`config.mk`:
```
export PLATFORM = sky130hd
export DESIGN_NAME = pe_top
export DESIGN_NICKNAME = d
export VERILOG_FILES = /design/src/source/pe_fp_pkg.sv /design/src/source/pe_ctrl_pkg.sv /design/src/source/register_pipe.sv /design/src/source/fp_mul.sv /design/src/source/fp_add.sv /design/src/source/pe_type_c.sv /design/src/source/pe_in_fifo.sv /design/src/source/pe_issue.sv /design/src/source/pe_top.sv
export VERILOG_INCLUDE_DIRS = /design/src /design/src/source
export SDC_FILE = /design/constraint.sdc
export NUM_CORES = 2
export LEC_CHECK = 0
export BUFFER_PORTS_ARGS = -buffer_cell sky130_fd_sc_hd__buf_2
export CAP_MARGIN = 20
export CORE_MARGIN = 10
export CORE_UTILIZATION = 55
export DETAILED_ROUTE_END_ITERATION = 8
export PLACE_DENSITY = 0.82
export SLEW_MARGIN = 20
export SYNTH_ARGS = -nofsm -noshare
export SYNTH_HDL_FRONTEND = slang
export SYNTH_SLANG_ARGS = --single-unit
```
`constraint.sdc`:
```
create_clock -name i_clk -period 17.4 [get_ports i_clk]
set_clock_uncertainty 0.05 [all_clocks]
set_input_delay 1.74 -clock i_clk [delete_from_list [all_inputs] [get_ports i_clk]]
set_output_delay 1.74 -clock i_clk [all_outputs]
set_load 0.02 [all_outputs]
```
`src/source/pe_defs.svh`:
```
`ifndef PE_DEFS_SVH
`define PE_DEFS_SVH

// pipeline latencies, both at least 2 (two internal stages)
`define PE_MUL_LAT 4
`define PE_ADD_LAT 4

// command fifo depth, also the upstream's starting credits
`define PE_IN_DEPTH 4

// result buffer slots downstream
`define PE_OUT_CREDITS 4

`define PE_FW 32  // single precision word

`endif

```
`src/source/pe_fp_pkg.sv`:
```
`default_nettype none

`include "pe_defs.svh"

package pe_fp_pkg;

    // ieee754 single precision layout
    typedef struct packed {
        logic       sign;
        logic [7:0] exp;   // biased by 127
        logic [22:0] mant; // hidden one not stored
    } fp_fields_s;

    // same word, seen as raw bits on the wire or as fields in the math
    typedef union packed {
        logic [`PE_FW-1:0] raw;
        fp_fields_s        f;
    } fp_word_u;

endpackage

`default_nettype wire

```
`src/source/pe_ctrl_pkg.sv`:
```
`default_nettype none

package pe_ctrl_pkg;

    typedef enum logic [2:0] {
        OP_ADD  = 3'b000,
        OP_RSVD = 3'b001, // old accumulate slot, runs as nop
        OP_MUL  = 3'b010,
        OP_MACC = 3'b011,
        OP_NOP  = 3'b100
    } pe_op_e;

    // ops that produce a result and need an output credit
    function automatic logic op_is_arith(input pe_op_e op);
        return (op == OP_ADD) || (op == OP_MUL) || (op == OP_MACC);
    endfunction

endpackage

`default_nettype wire

```
`src/source/register_pipe.sv`:
```
`timescale 1ns/1ps
`default_nettype none

module register_pipe #(
    parameter int W = 1,  // bits per stage
    parameter int D = 1   // number of stages
) (
    input  wire logic         i_clk,
    input  wire logic         i_rst_n,
    input  wire logic [W-1:0] i_d,
    output logic      [W-1:0] o_q
);

    generate
        if (D == 0) begin : g_thru
            assign o_q = i_d;  // zero delay
        end else begin : g_regs
            logic [W-1:0] stage [D];

            always_ff @(posedge i_clk or negedge i_rst_n) begin
                if (!i_rst_n) begin
                    for (int i = 0; i < D; i++) begin
                        stage[i] <= '0;
                    end
                end else begin
                    stage[0] <= i_d;
                    for (int i = 1; i < D; i++) begin
                        stage[i] <= stage[i-1]; // shift along
                    end
                end
            end

            assign o_q = stage[D-1];
        end
    endgenerate

endmodule

`default_nettype wire

```
`src/source/fp_mul.sv`:
```
`timescale 1ns/1ps
`default_nettype none

`include "pe_defs.svh"

module fp_mul
    import pe_fp_pkg::*;
(
    input  wire logic     i_clk,
    input  wire logic     i_rst_n,
    input  wire logic     i_valid,
    input  wire fp_word_u i_a,
    input  wire fp_word_u i_b,
    output logic          o_valid,
    output fp_word_u      o_p
);

    logic        s1_valid;
    logic        s1_sign;
    logic        s1_zero;     // either input zero or subnormal
    logic [9:0]  s1_exp;      // signed headroom for underflow
    logic [47:0] s1_prod;     // 24x24 mantissa product
    logic        s2_valid;
    fp_word_u    s2_p;
    logic [9:0]  n_exp;
    logic        flush;

    always_ff @(posedge i_clk or negedge i_rst_n) begin
        if (!i_rst_n) begin
            s1_valid <= 1'b0;
            s2_valid <= 1'b0;
        end else begin
            s1_valid <= i_valid;
            s2_valid <= s1_valid;
        end
    end

    // stage 1: sign, exponent sum, raw product
    always_ff @(posedge i_clk) begin
        s1_sign <= i_a.f.sign ^ i_b.f.sign;
        s1_zero <= (i_a.f.exp == 8'd0) || (i_b.f.exp == 8'd0);
        s1_exp  <= {2'b00, i_a.f.exp} + {2'b00, i_b.f.exp} - 10'd127;
        s1_prod <= {1'b1, i_a.f.mant} * {1'b1, i_b.f.mant};
    end

    // product of two 1.x values lies in [1,4), so at most one bit of shift
    assign n_exp = s1_prod[47] ? s1_exp + 10'd1 : s1_exp;
    assign flush = s1_zero || n_exp[9] || (n_exp == 10'd0); // underflow too

    // stage 2: normalize and truncate
    always_ff @(posedge i_clk) begin
        s2_p.f.sign <= s1_sign;
        s2_p.f.exp  <= flush ? 8'd0 : n_exp[7:0];
        s2_p.f.mant <= flush ? 23'd0 : (s1_prod[47] ? s1_prod[46:24] : s1_prod[45:23]);
    end

    register_pipe #(.W(`PE_FW + 1), .D(`PE_MUL_LAT - 2)) u_pad (
        .i_clk   (i_clk),
        .i_rst_n (i_rst_n),
        .i_d     ({s2_valid, s2_p.raw}),
        .o_q     ({o_valid, o_p.raw})
    );

endmodule

`default_nettype wire

```
`src/source/fp_add.sv`:
```
`timescale 1ns/1ps
`default_nettype none

`include "pe_defs.svh"

module fp_add
    import pe_fp_pkg::*;
(
    input  wire logic     i_clk,
    input  wire logic     i_rst_n,
    input  wire logic     i_valid,
    input  wire fp_word_u i_a,
    input  wire fp_word_u i_b,
    output logic          o_valid,
    output fp_word_u      o_s
);

    logic        a_big;          // |a| >= |b|
    fp_word_u    big;
    fp_word_u    sml;
    logic [23:0] big_m;
    logic [23:0] sml_m;
    logic [23:0] sml_al;         // smaller mantissa after alignment
    logic [7:0]  e_diff;
    logic [24:0] m_sum;
    logic        s1_valid;
    logic        s1_sign;
    logic [7:0]  s1_exp;
    logic [24:0] s1_sum;         // carry bit on top
    logic        s2_valid;
    fp_word_u    s2_s;
    logic [4:0]  lz;
    logic [9:0]  n_exp;
    logic [23:0] n_mant;
    logic        flush;

    // magnitude compare works on exp:mant as one unsigned number
    assign a_big  = (i_a.raw[30:0] >= i_b.raw[30:0]);
    assign big    = a_big ? i_a : i_b;
    assign sml    = a_big ? i_b : i_a;
    assign big_m  = (big.f.exp == 8'd0) ? 24'd0 : {1'b1, big.f.mant}; // subnormal flush
    assign sml_m  = (sml.f.exp == 8'd0) ? 24'd0 : {1'b1, sml.f.mant};
    assign e_diff = big.f.exp - sml.f.exp;
    assign sml_al = sml_m >> e_diff;  // shifted-out bits dropped
    assign m_sum  = (big.f.sign ^ sml.f.sign) ? {1'b0, big_m} - {1'b0, sml_al}
                                              : {1'b0, big_m} + {1'b0, sml_al};

    always_ff @(posedge i_clk or negedge i_rst_n) begin
        if (!i_rst_n) begin
            s1_valid <= 1'b0;
            s2_valid <= 1'b0;
        end else begin
            s1_valid <= i_valid;
            s2_valid <= s1_valid;
        end
    end

    always_ff @(posedge i_clk) begin
        s1_sign <= big.f.sign;   // result takes sign of larger operand
        s1_exp  <= big.f.exp;
        s1_sum  <= m_sum;
    end

    // stage 2 normalize: right by one on carry, else left by leading zeros
    always_comb begin
        lz = 5'd24;
        for (int i = 0; i < 24; i++) begin
            if (s1_sum[i]) lz = 5'(23 - i);  // highest set bit wins
        end
        if (s1_sum[24]) begin
            n_exp  = {2'b00, s1_exp} + 10'd1;
            n_mant = s1_sum[24:1];
        end else begin
            n_exp  = {2'b00, s1_exp} - {5'd0, lz};
            n_mant = s1_sum[23:0] << lz;
        end
        flush = (s1_sum == 25'd0) || n_exp[9] || (n_exp == 10'd0); // cancel or underflow
    end

    always_ff @(posedge i_clk) begin
        s2_s.f.sign <= flush ? 1'b0 : s1_sign;  // exact cancel gives +0
        s2_s.f.exp  <= flush ? 8'd0 : n_exp[7:0];
        s2_s.f.mant <= flush ? 23'd0 : n_mant[22:0];
    end

    register_pipe #(.W(`PE_FW + 1), .D(`PE_ADD_LAT - 2)) u_pad (
        .i_clk   (i_clk),
        .i_rst_n (i_rst_n),
        .i_d     ({s2_valid, s2_s.raw}),
        .o_q     ({o_valid, o_s.raw})
    );

endmodule

`default_nettype wire

```
`src/source/pe_type_c.sv`:
```
`timescale 1ns/1ps
`default_nettype none

`include "pe_defs.svh"

module pe_type_c
    import pe_ctrl_pkg::*;
(
    input  wire logic              i_clk,
    input  wire logic              i_rst_n,
    input  wire logic              i_issue,
    input  wire pe_op_e            i_op,
    input  wire logic [`PE_FW-1:0] i_a,
    input  wire logic [`PE_FW-1:0] i_b,
    input  wire logic [`PE_FW-1:0] i_c,
    output logic                   o_res_valid,
    output logic [`PE_FW-1:0]      o_res_data,
    output logic [`PE_FW-1:0]      o_byp_data
);

    localparam int T = `PE_MUL_LAT + `PE_ADD_LAT;  // every op takes the full path

    logic              is_add;
    logic              is_mul;
    logic              is_macc;
    logic              mul_en;
    logic              add_en;
    logic              add_en_d;    // adder enable, lined up with multiplier output
    logic              mul_vld;
    logic              mul_vld_d;
    logic              add_vld;
    logic [2:0]        op_d;        // op at adder input
    logic [2:0]        op_dd;       // op at result select
    logic [`PE_FW-1:0] a_d;
    logic [`PE_FW-1:0] b_d;
    logic [`PE_FW-1:0] c_d;
    logic [`PE_FW-1:0] prod;
    logic [`PE_FW-1:0] prod_d;
    logic [`PE_FW-1:0] sum;
    logic [`PE_FW-1:0] add_a;
    logic [`PE_FW-1:0] add_b;

    always_comb begin
        is_add  = 1'b0;
        is_mul  = 1'b0;
        is_macc = 1'b0;
        case (i_op)
            OP_ADD:  is_add  = 1'b1;
            OP_MUL:  is_mul  = 1'b1;
            OP_MACC: is_macc = 1'b1;
            default: ;  // nop and reserved do nothing
        endcase
    end

    assign mul_en = i_issue & (is_mul | is_macc);
    assign add_en = i_issue & (is_add | is_macc);

    fp_mul u_mul (
        .i_clk   (i_clk),
        .i_rst_n (i_rst_n),
        .i_valid (mul_en),
        .i_a     (i_a),
        .i_b     (i_b),
        .o_valid (mul_vld),
        .o_p     (prod)
    );

    // operands wait out the multiplier when they go straight to the adder
    register_pipe #(.W(2 * `PE_FW), .D(`PE_MUL_LAT)) u_ab_pipe (
        .i_clk(i_clk), .i_rst_n(i_rst_n), .i_d({i_a, i_b}), .o_q({a_d, b_d})
    );
    register_pipe #(.W(`PE_FW), .D(`PE_MUL_LAT)) u_c_pipe (
        .i_clk(i_clk), .i_rst_n(i_rst_n), .i_d(i_c), .o_q(c_d)
    );
    register_pipe #(.W(4), .D(`PE_MUL_LAT)) u_op_pipe (
        .i_clk(i_clk), .i_rst_n(i_rst_n), .i_d({add_en, i_op}), .o_q({add_en_d, op_d})
    );
    register_pipe #(.W(3), .D(`PE_ADD_LAT)) u_op2_pipe (
        .i_clk(i_clk), .i_rst_n(i_rst_n), .i_d(op_d), .o_q(op_dd)
    );

    assign add_a = (op_d == OP_MACC) ? prod : a_d;  // macc adds product + c
    assign add_b = (op_d == OP_MACC) ? c_d  : b_d;

    fp_add u_add (
        .i_clk   (i_clk),
        .i_rst_n (i_rst_n),
        .i_valid (add_en_d),
        .i_a     (add_a),
        .i_b     (add_b),
        .o_valid (add_vld),
        .o_s     (sum)
    );

    // plain multiply skips the adder, so it waits the adder latency here
    register_pipe #(.W(`PE_FW + 1), .D(`PE_ADD_LAT)) u_prod_pipe (
        .i_clk(i_clk), .i_rst_n(i_rst_n), .i_d({mul_vld, prod}), .o_q({mul_vld_d, prod_d})
    );
    register_pipe #(.W(`PE_FW), .D(T)) u_byp_pipe (
        .i_clk(i_clk), .i_rst_n(i_rst_n), .i_d(i_a), .o_q(o_byp_data)  // a rides along
    );

    assign o_res_data  = (op_dd == OP_MUL) ? prod_d : sum;
    assign o_res_valid = (op_dd == OP_MUL) ? mul_vld_d : add_vld;

endmodule

`default_nettype wire

```
`src/source/pe_in_fifo.sv`:
```
`timescale 1ns/1ps
`default_nettype none

`include "pe_defs.svh"

module pe_in_fifo
    import pe_ctrl_pkg::*;
(
    input  wire logic              i_clk,
    input  wire logic              i_rst_n,
    input  wire logic              i_push,
    input  wire pe_op_e            i_op,
    input  wire logic [`PE_FW-1:0] i_a,
    input  wire logic [`PE_FW-1:0] i_b,
    input  wire logic [`PE_FW-1:0] i_c,
    input  wire logic              i_pop,
    output logic                   o_not_empty,
    output pe_op_e                 o_op,
    output logic [`PE_FW-1:0]      o_a,
    output logic [`PE_FW-1:0]      o_b,
    output logic [`PE_FW-1:0]      o_c,
    output logic                   o_in_credit
);

    localparam int DEPTH = `PE_IN_DEPTH;
    localparam int AW    = (DEPTH > 1) ? $clog2(DEPTH) : 1;

    pe_op_e            op_mem [DEPTH];
    logic [`PE_FW-1:0] a_mem  [DEPTH];
    logic [`PE_FW-1:0] b_mem  [DEPTH];
    logic [`PE_FW-1:0] c_mem  [DEPTH];
    logic [AW-1:0]     wr_ptr;
    logic [AW-1:0]     rd_ptr;
    logic [AW:0]       count;
    logic              wr_en;
    logic              rd_en;

    function automatic logic [AW-1:0] ptr_inc(input logic [AW-1:0] p);
        return (p == AW'(DEPTH - 1)) ? '0 : p + 1'b1;  // wrap for any depth
    endfunction

    assign wr_en       = i_push && (count != (AW+1)'(DEPTH)); // full push dropped
    assign rd_en       = i_pop && o_not_empty;
    assign o_not_empty = (count != '0);
    assign o_in_credit = i_pop;  // each pop frees one slot upstream

    always_ff @(posedge i_clk or negedge i_rst_n) begin
        if (!i_rst_n) begin
            wr_ptr <= '0;
            rd_ptr <= '0;
            count  <= '0;
        end else begin
            if (wr_en) wr_ptr <= ptr_inc(wr_ptr);
            if (rd_en) rd_ptr <= ptr_inc(rd_ptr);
            case ({wr_en, rd_en})
                2'b10:   count <= count + 1'b1;
                2'b01:   count <= count - 1'b1;
                default: ;  // both or neither
            endcase
        end
    end

    always_ff @(posedge i_clk) begin
        if (wr_en) begin
            op_mem[wr_ptr] <= i_op;
            a_mem[wr_ptr]  <= i_a;
            b_mem[wr_ptr]  <= i_b;
            c_mem[wr_ptr]  <= i_c;
        end
    end

    // head of queue, seen by issue logic and datapath
    assign o_op = op_mem[rd_ptr];
    assign o_a  = a_mem[rd_ptr];
    assign o_b  = b_mem[rd_ptr];
    assign o_c  = c_mem[rd_ptr];

endmodule

`default_nettype wire

```
`src/source/pe_issue.sv`:
```
`timescale 1ns/1ps
`default_nettype none

`include "pe_defs.svh"

module pe_issue
    import pe_ctrl_pkg::*;
(
    input  wire logic   i_clk,
    input  wire logic   i_rst_n,
    input  wire logic   i_not_empty,
    input  wire pe_op_e i_op,
    input  wire logic   i_out_credit,
    output logic        o_pop,
    output logic        o_issue
);

    localparam int CW = $clog2(`PE_OUT_CREDITS + 1);

    logic [CW-1:0] credits;     // free downstream slots
    logic          arith;
    logic          have_credit;

    assign arith       = op_is_arith(i_op);
    assign have_credit = (credits != '0);

    // pipeline can't stall, so a slot is reserved before issue
    assign o_issue = i_not_empty && arith && have_credit;
    assign o_pop   = i_not_empty && (!arith || have_credit); // nops drain freely

    always_ff @(posedge i_clk or negedge i_rst_n) begin
        if (!i_rst_n) begin
            credits <= CW'(`PE_OUT_CREDITS);
        end else begin
            case ({i_out_credit, o_issue})
                2'b10:   credits <= credits + 1'b1;
                2'b01:   credits <= credits - 1'b1;
                default: ;  // return and spend cancel
            endcase
        end
    end

endmodule

`default_nettype wire

```
`src/source/pe_top.sv`:
```
`timescale 1ns/1ps
`default_nettype none

`include "pe_defs.svh"

module pe_top
    import pe_ctrl_pkg::*;
(
    input  wire logic              i_clk,
    input  wire logic              i_rst_n,
    input  wire logic              i_cmd_valid,
    input  wire pe_op_e            i_cmd_op,
    input  wire logic [`PE_FW-1:0] i_a,
    input  wire logic [`PE_FW-1:0] i_b,
    input  wire logic [`PE_FW-1:0] i_c,
    input  wire logic              i_out_credit,
    output logic                   o_in_credit,
    output logic                   o_res_valid,
    output logic [`PE_FW-1:0]      o_res_data,
    output logic [`PE_FW-1:0]      o_byp_data
);

    logic              not_empty;
    logic              pop;
    logic              issue;
    pe_op_e            head_op;
    logic [`PE_FW-1:0] head_a;
    logic [`PE_FW-1:0] head_b;
    logic [`PE_FW-1:0] head_c;

    pe_in_fifo u_fifo (
        .i_clk(i_clk), .i_rst_n(i_rst_n),
        .i_push(i_cmd_valid), .i_op(i_cmd_op), .i_a(i_a), .i_b(i_b), .i_c(i_c),
        .i_pop(pop), .o_not_empty(not_empty),
        .o_op(head_op), .o_a(head_a), .o_b(head_b), .o_c(head_c),
        .o_in_credit(o_in_credit)
    );

    pe_issue u_issue (
        .i_clk(i_clk), .i_rst_n(i_rst_n),
        .i_not_empty(not_empty), .i_op(head_op), .i_out_credit(i_out_credit),
        .o_pop(pop), .o_issue(issue)
    );

    pe_type_c u_dp (
        .i_clk(i_clk), .i_rst_n(i_rst_n),
        .i_issue(issue), .i_op(head_op), .i_a(head_a), .i_b(head_b), .i_c(head_c),
        .o_res_valid(o_res_valid), .o_res_data(o_res_data), .o_byp_data(o_byp_data)
    );

endmodule

`default_nettype wire

```
==> results.yml <==
run_status:
  status: "completed"
final_layout:
  fin_area_sq_mm: 0.07204
  seqCellArea_sq_mm: 0.03507
  n_fill_cell: 8580
  nets: 6029
  multi_input_area_sq_mm: 0.02688
  syn2layout_area_growth_pct: 10.38
  layout-drive-gt1-share_pct: 13.21
logic_synthesis:
  synth_top_cell_area_share_pct: 31.32
  synth_fp_nets: 5874
  synth-compound-area-share_pct: 5.494
  synth_edf_count: 396
  synth.avg_cell_area_sq_um: 12.98
  ys_ff_latch: 1349
  synthCells: 5030
  async_flop_share_pct: 60.64
  ys_seq_area_share_pct: 53.72
  yosysWarnings: 0
  synth_top_family_by_area: "adder cells"
  synth_common_cells: "817 x dfrtp_1, 623 x inv_1, 486 x fa_1, 449 x nand2_1, 396 x edfxtp_1"
  yosys.area_share.adder_pct: 19.80
  synth_cell_types: 108
  yosysMostFrequentCell: "dfrtp_1"
  ys.flop_type: "dfrtp_1"
  synthMuxAreaShare_pct: 6.873
  ys_top_cells_by_area: "dfrtp_1 31%, edfxtp_1 18%, fa_1 15%"
  synth.cell_area_sq_mm: 0.06527
  synthXorXnorAreaFrac_pct: 1.235
  yosys.area_share.simple_pct: 7.695
  synth_top_area_cell: "dfrtp_1"
timing:
  rsz0062_at_grt: "no"
  slew_violations: 0
  period_needed_ps: 12480
  fmax_ghz: 0.08014
  max_slew_margin_pct: 28.29
  worstMarginPinSlew_ps: 1075
  finalSetupViolCount: 0
  hold_viol_final: 0
  finalSetupTns_ps: 0
  finalCritPeriodShare_pct: 71.71
global_route:
  grt_max_degree: 207
  grt_pass1_vias: 42970
  antenna_found_initial: 27
  track_usage_pct: 25.11
  grt_overflow: 0
  grt_pass1_wl_um: 255300
clocking:
  clock_path_buffers: 3
  cts-root-buf: "clkbuf_16"
  htreeDepth: 3
  clock_latency_ps: 750
  hold_buffers: 0
  cts_tree: "done"
  numCtsBuffers: 121
  cts_setup_buffers: 0
  cts.sinks: 1349
  cts_resized: 0
  cts.reportedPaths.clkPinSlew_ps: 70
worst_setup_path:
  timing.critical_path.mode_cell: "a21oi_1"
  cp.depth: 39
  crit_fanout: 66
  criticalPathCategory: "reg2reg"
  worst-endpoint-required_ps: 17950
  reg2reg_to: "u_dp.u_add.s1_sum[24]"
  r2r_slack_ps: 4920
  rr_worst_depth: 39
  critical_path.max_stage_delay_ps: 820
  critPathArrivalTime_ps: 13020
  critPathSlowestCell: "buf_4"
  timing.rr.start: "u_dp.u_op_pipe.o_q[1]"
  start_kind: "flop"
  crit_buf_inv: 5
  cp_top_family: "compound AO/OA/AOI/OAI gates"
  end_kind: "flop"
detailed_routing:
  routed_wl_um: 164100
  avgViaCountPerCell: 5.833
  wire_per_inst_um: 23.96
  drt_pass1_iterations: 6
  drtAntennaViolNets: 0
  drtIter0Drc: 4042
  num_vias: 39950
  drc: 0
min_path:
  holdPathEnd: "u_dp.u_ab_pipe.g_regs.stage[92]"
  min-delay-start: "u_dp.u_ab_pipe.g_regs.stage[156]"
  hold_path_class: "reg2reg"
  whs_path_depth: 0
floorplanning:
  fp.dieH_um: 364.5
  fp-row-count: 126
  die_area_sq_mm: 0.1328
  start_util_pct: 55.35
  top_level_ports: 169
  die_w_um: 364.5
  coreArea_sq_mm: 0.1179
placed_design:
  place_congestion: 0.9418
  io_buffers: 168
  post_dp_cell_area_sq_mm: 0.06774
  dp.final_hpwl_um: 111300
job:
  cap_violations: 0
[layer usage]
layer,track usage (%),vias up,wire [um]
li1,-,17010,-
met1,31.51,20300,61630
met2,40.83,2069,78880
met3,5.419,559,13630
met4,13.59,16,9843
met5,0,-,108
[worst max-delay path by stage]
stage | startpoint | to | slack, ps
2_1_floorplan | u_dp.u_op_pipe.o_q[0] | u_dp.u_add.s1_sum[24] | 6900
3_3_place_gp | u_dp.u_op_pipe.o_q[1] | u_dp.u_add.s1_sum[24] | 5420
3_5_place_dp | u_dp.u_op_pipe.o_q[1] | u_dp.u_add.s1_sum[24] | 5160
4_1_cts | u_dp.u_op_pipe.o_q[1] | u_dp.u_add.s1_sum[24] | 5120
5_1_grt | u_dp.u_op_pipe.o_q[1] | u_dp.u_add.s1_sum[24] | 4260
6_report | u_dp.u_op_pipe.o_q[1] | u_dp.u_add.s1_sum[24] | 4920
[cell type report]
| class | count | area share (%) |
|---|---|---|
| Sequential cell | 1349 | 48.68 |
| Multi-Input combinational cell | 2829 | 37.31 |
| Clock buffer | 152 | 4.620 |
| Inverter | 631 | 3.289 |
| Tap cell | 1536 | 2.668 |
| Timing Repair Buffer | 253 | 2.112 |
| Clock inverter | 78 | 1.247 |
| Antenna cell | 21 | 0.07294 |
[flip-flops by register name (all words and copies together) (netlist names), 64 cells and up]
register	flops
u_dp.u_ab_pipe.g_regs.stage	192
u_fifo.a_mem	128
u_fifo.b_mem	128
u_fifo.c_mem	128
u_dp.u_prod_pipe.g_regs.stage	99
u_dp.u_byp_pipe.g_regs.stage	96
u_dp.u_c_pipe.g_regs.stage	96
u_dp.u_ab_pipe.o_q	64
[stage by stage]
stage | util (%) | instances | hold WS [ps] | setup WS, ps
after global routing | 61.08 | 6840 | 265.4 | 4260
after CTS | 61.03 | 6827 | 254.4 | 5120
final | 61.09 | 6849 | 266.1 | 4922
after global placement | 57.44 | 6597 | 265.4 | 5417
after detailed placement | 57.44 | 6597 | 265.7 | 5159
after floorplan | - | 5030 | 259.6 | 6898
[layout by cell type, fill, tap and decap left out, types with 83 or more instances in the layout]
cell,count
inv_1,623
mux2_2,94
nor2_1,369
dfxtp_1,135
buf_2,167
edfxtp_1,396
ha_1,255
buf_4,83
a21oi_1,111
fa_1,486
clkbuf_16,124
nand2_1,449
mux2i_1,168
dfrtp_1,815
o21ai_0,87
[cells by family after synthesis]
| group | Yosys count |
|---|---|
| mux | 341 |
| compound gates | 527 |
| flops | 1349 |
| simple gates | 1128 |
| fa+ha+maj | 741 |
| buf+inv | 852 |
| xor+xnor | 92 |
Power is not shown: default switching activity piles up to over one toggle a cycle in this logic, so the estimate is an artifact.
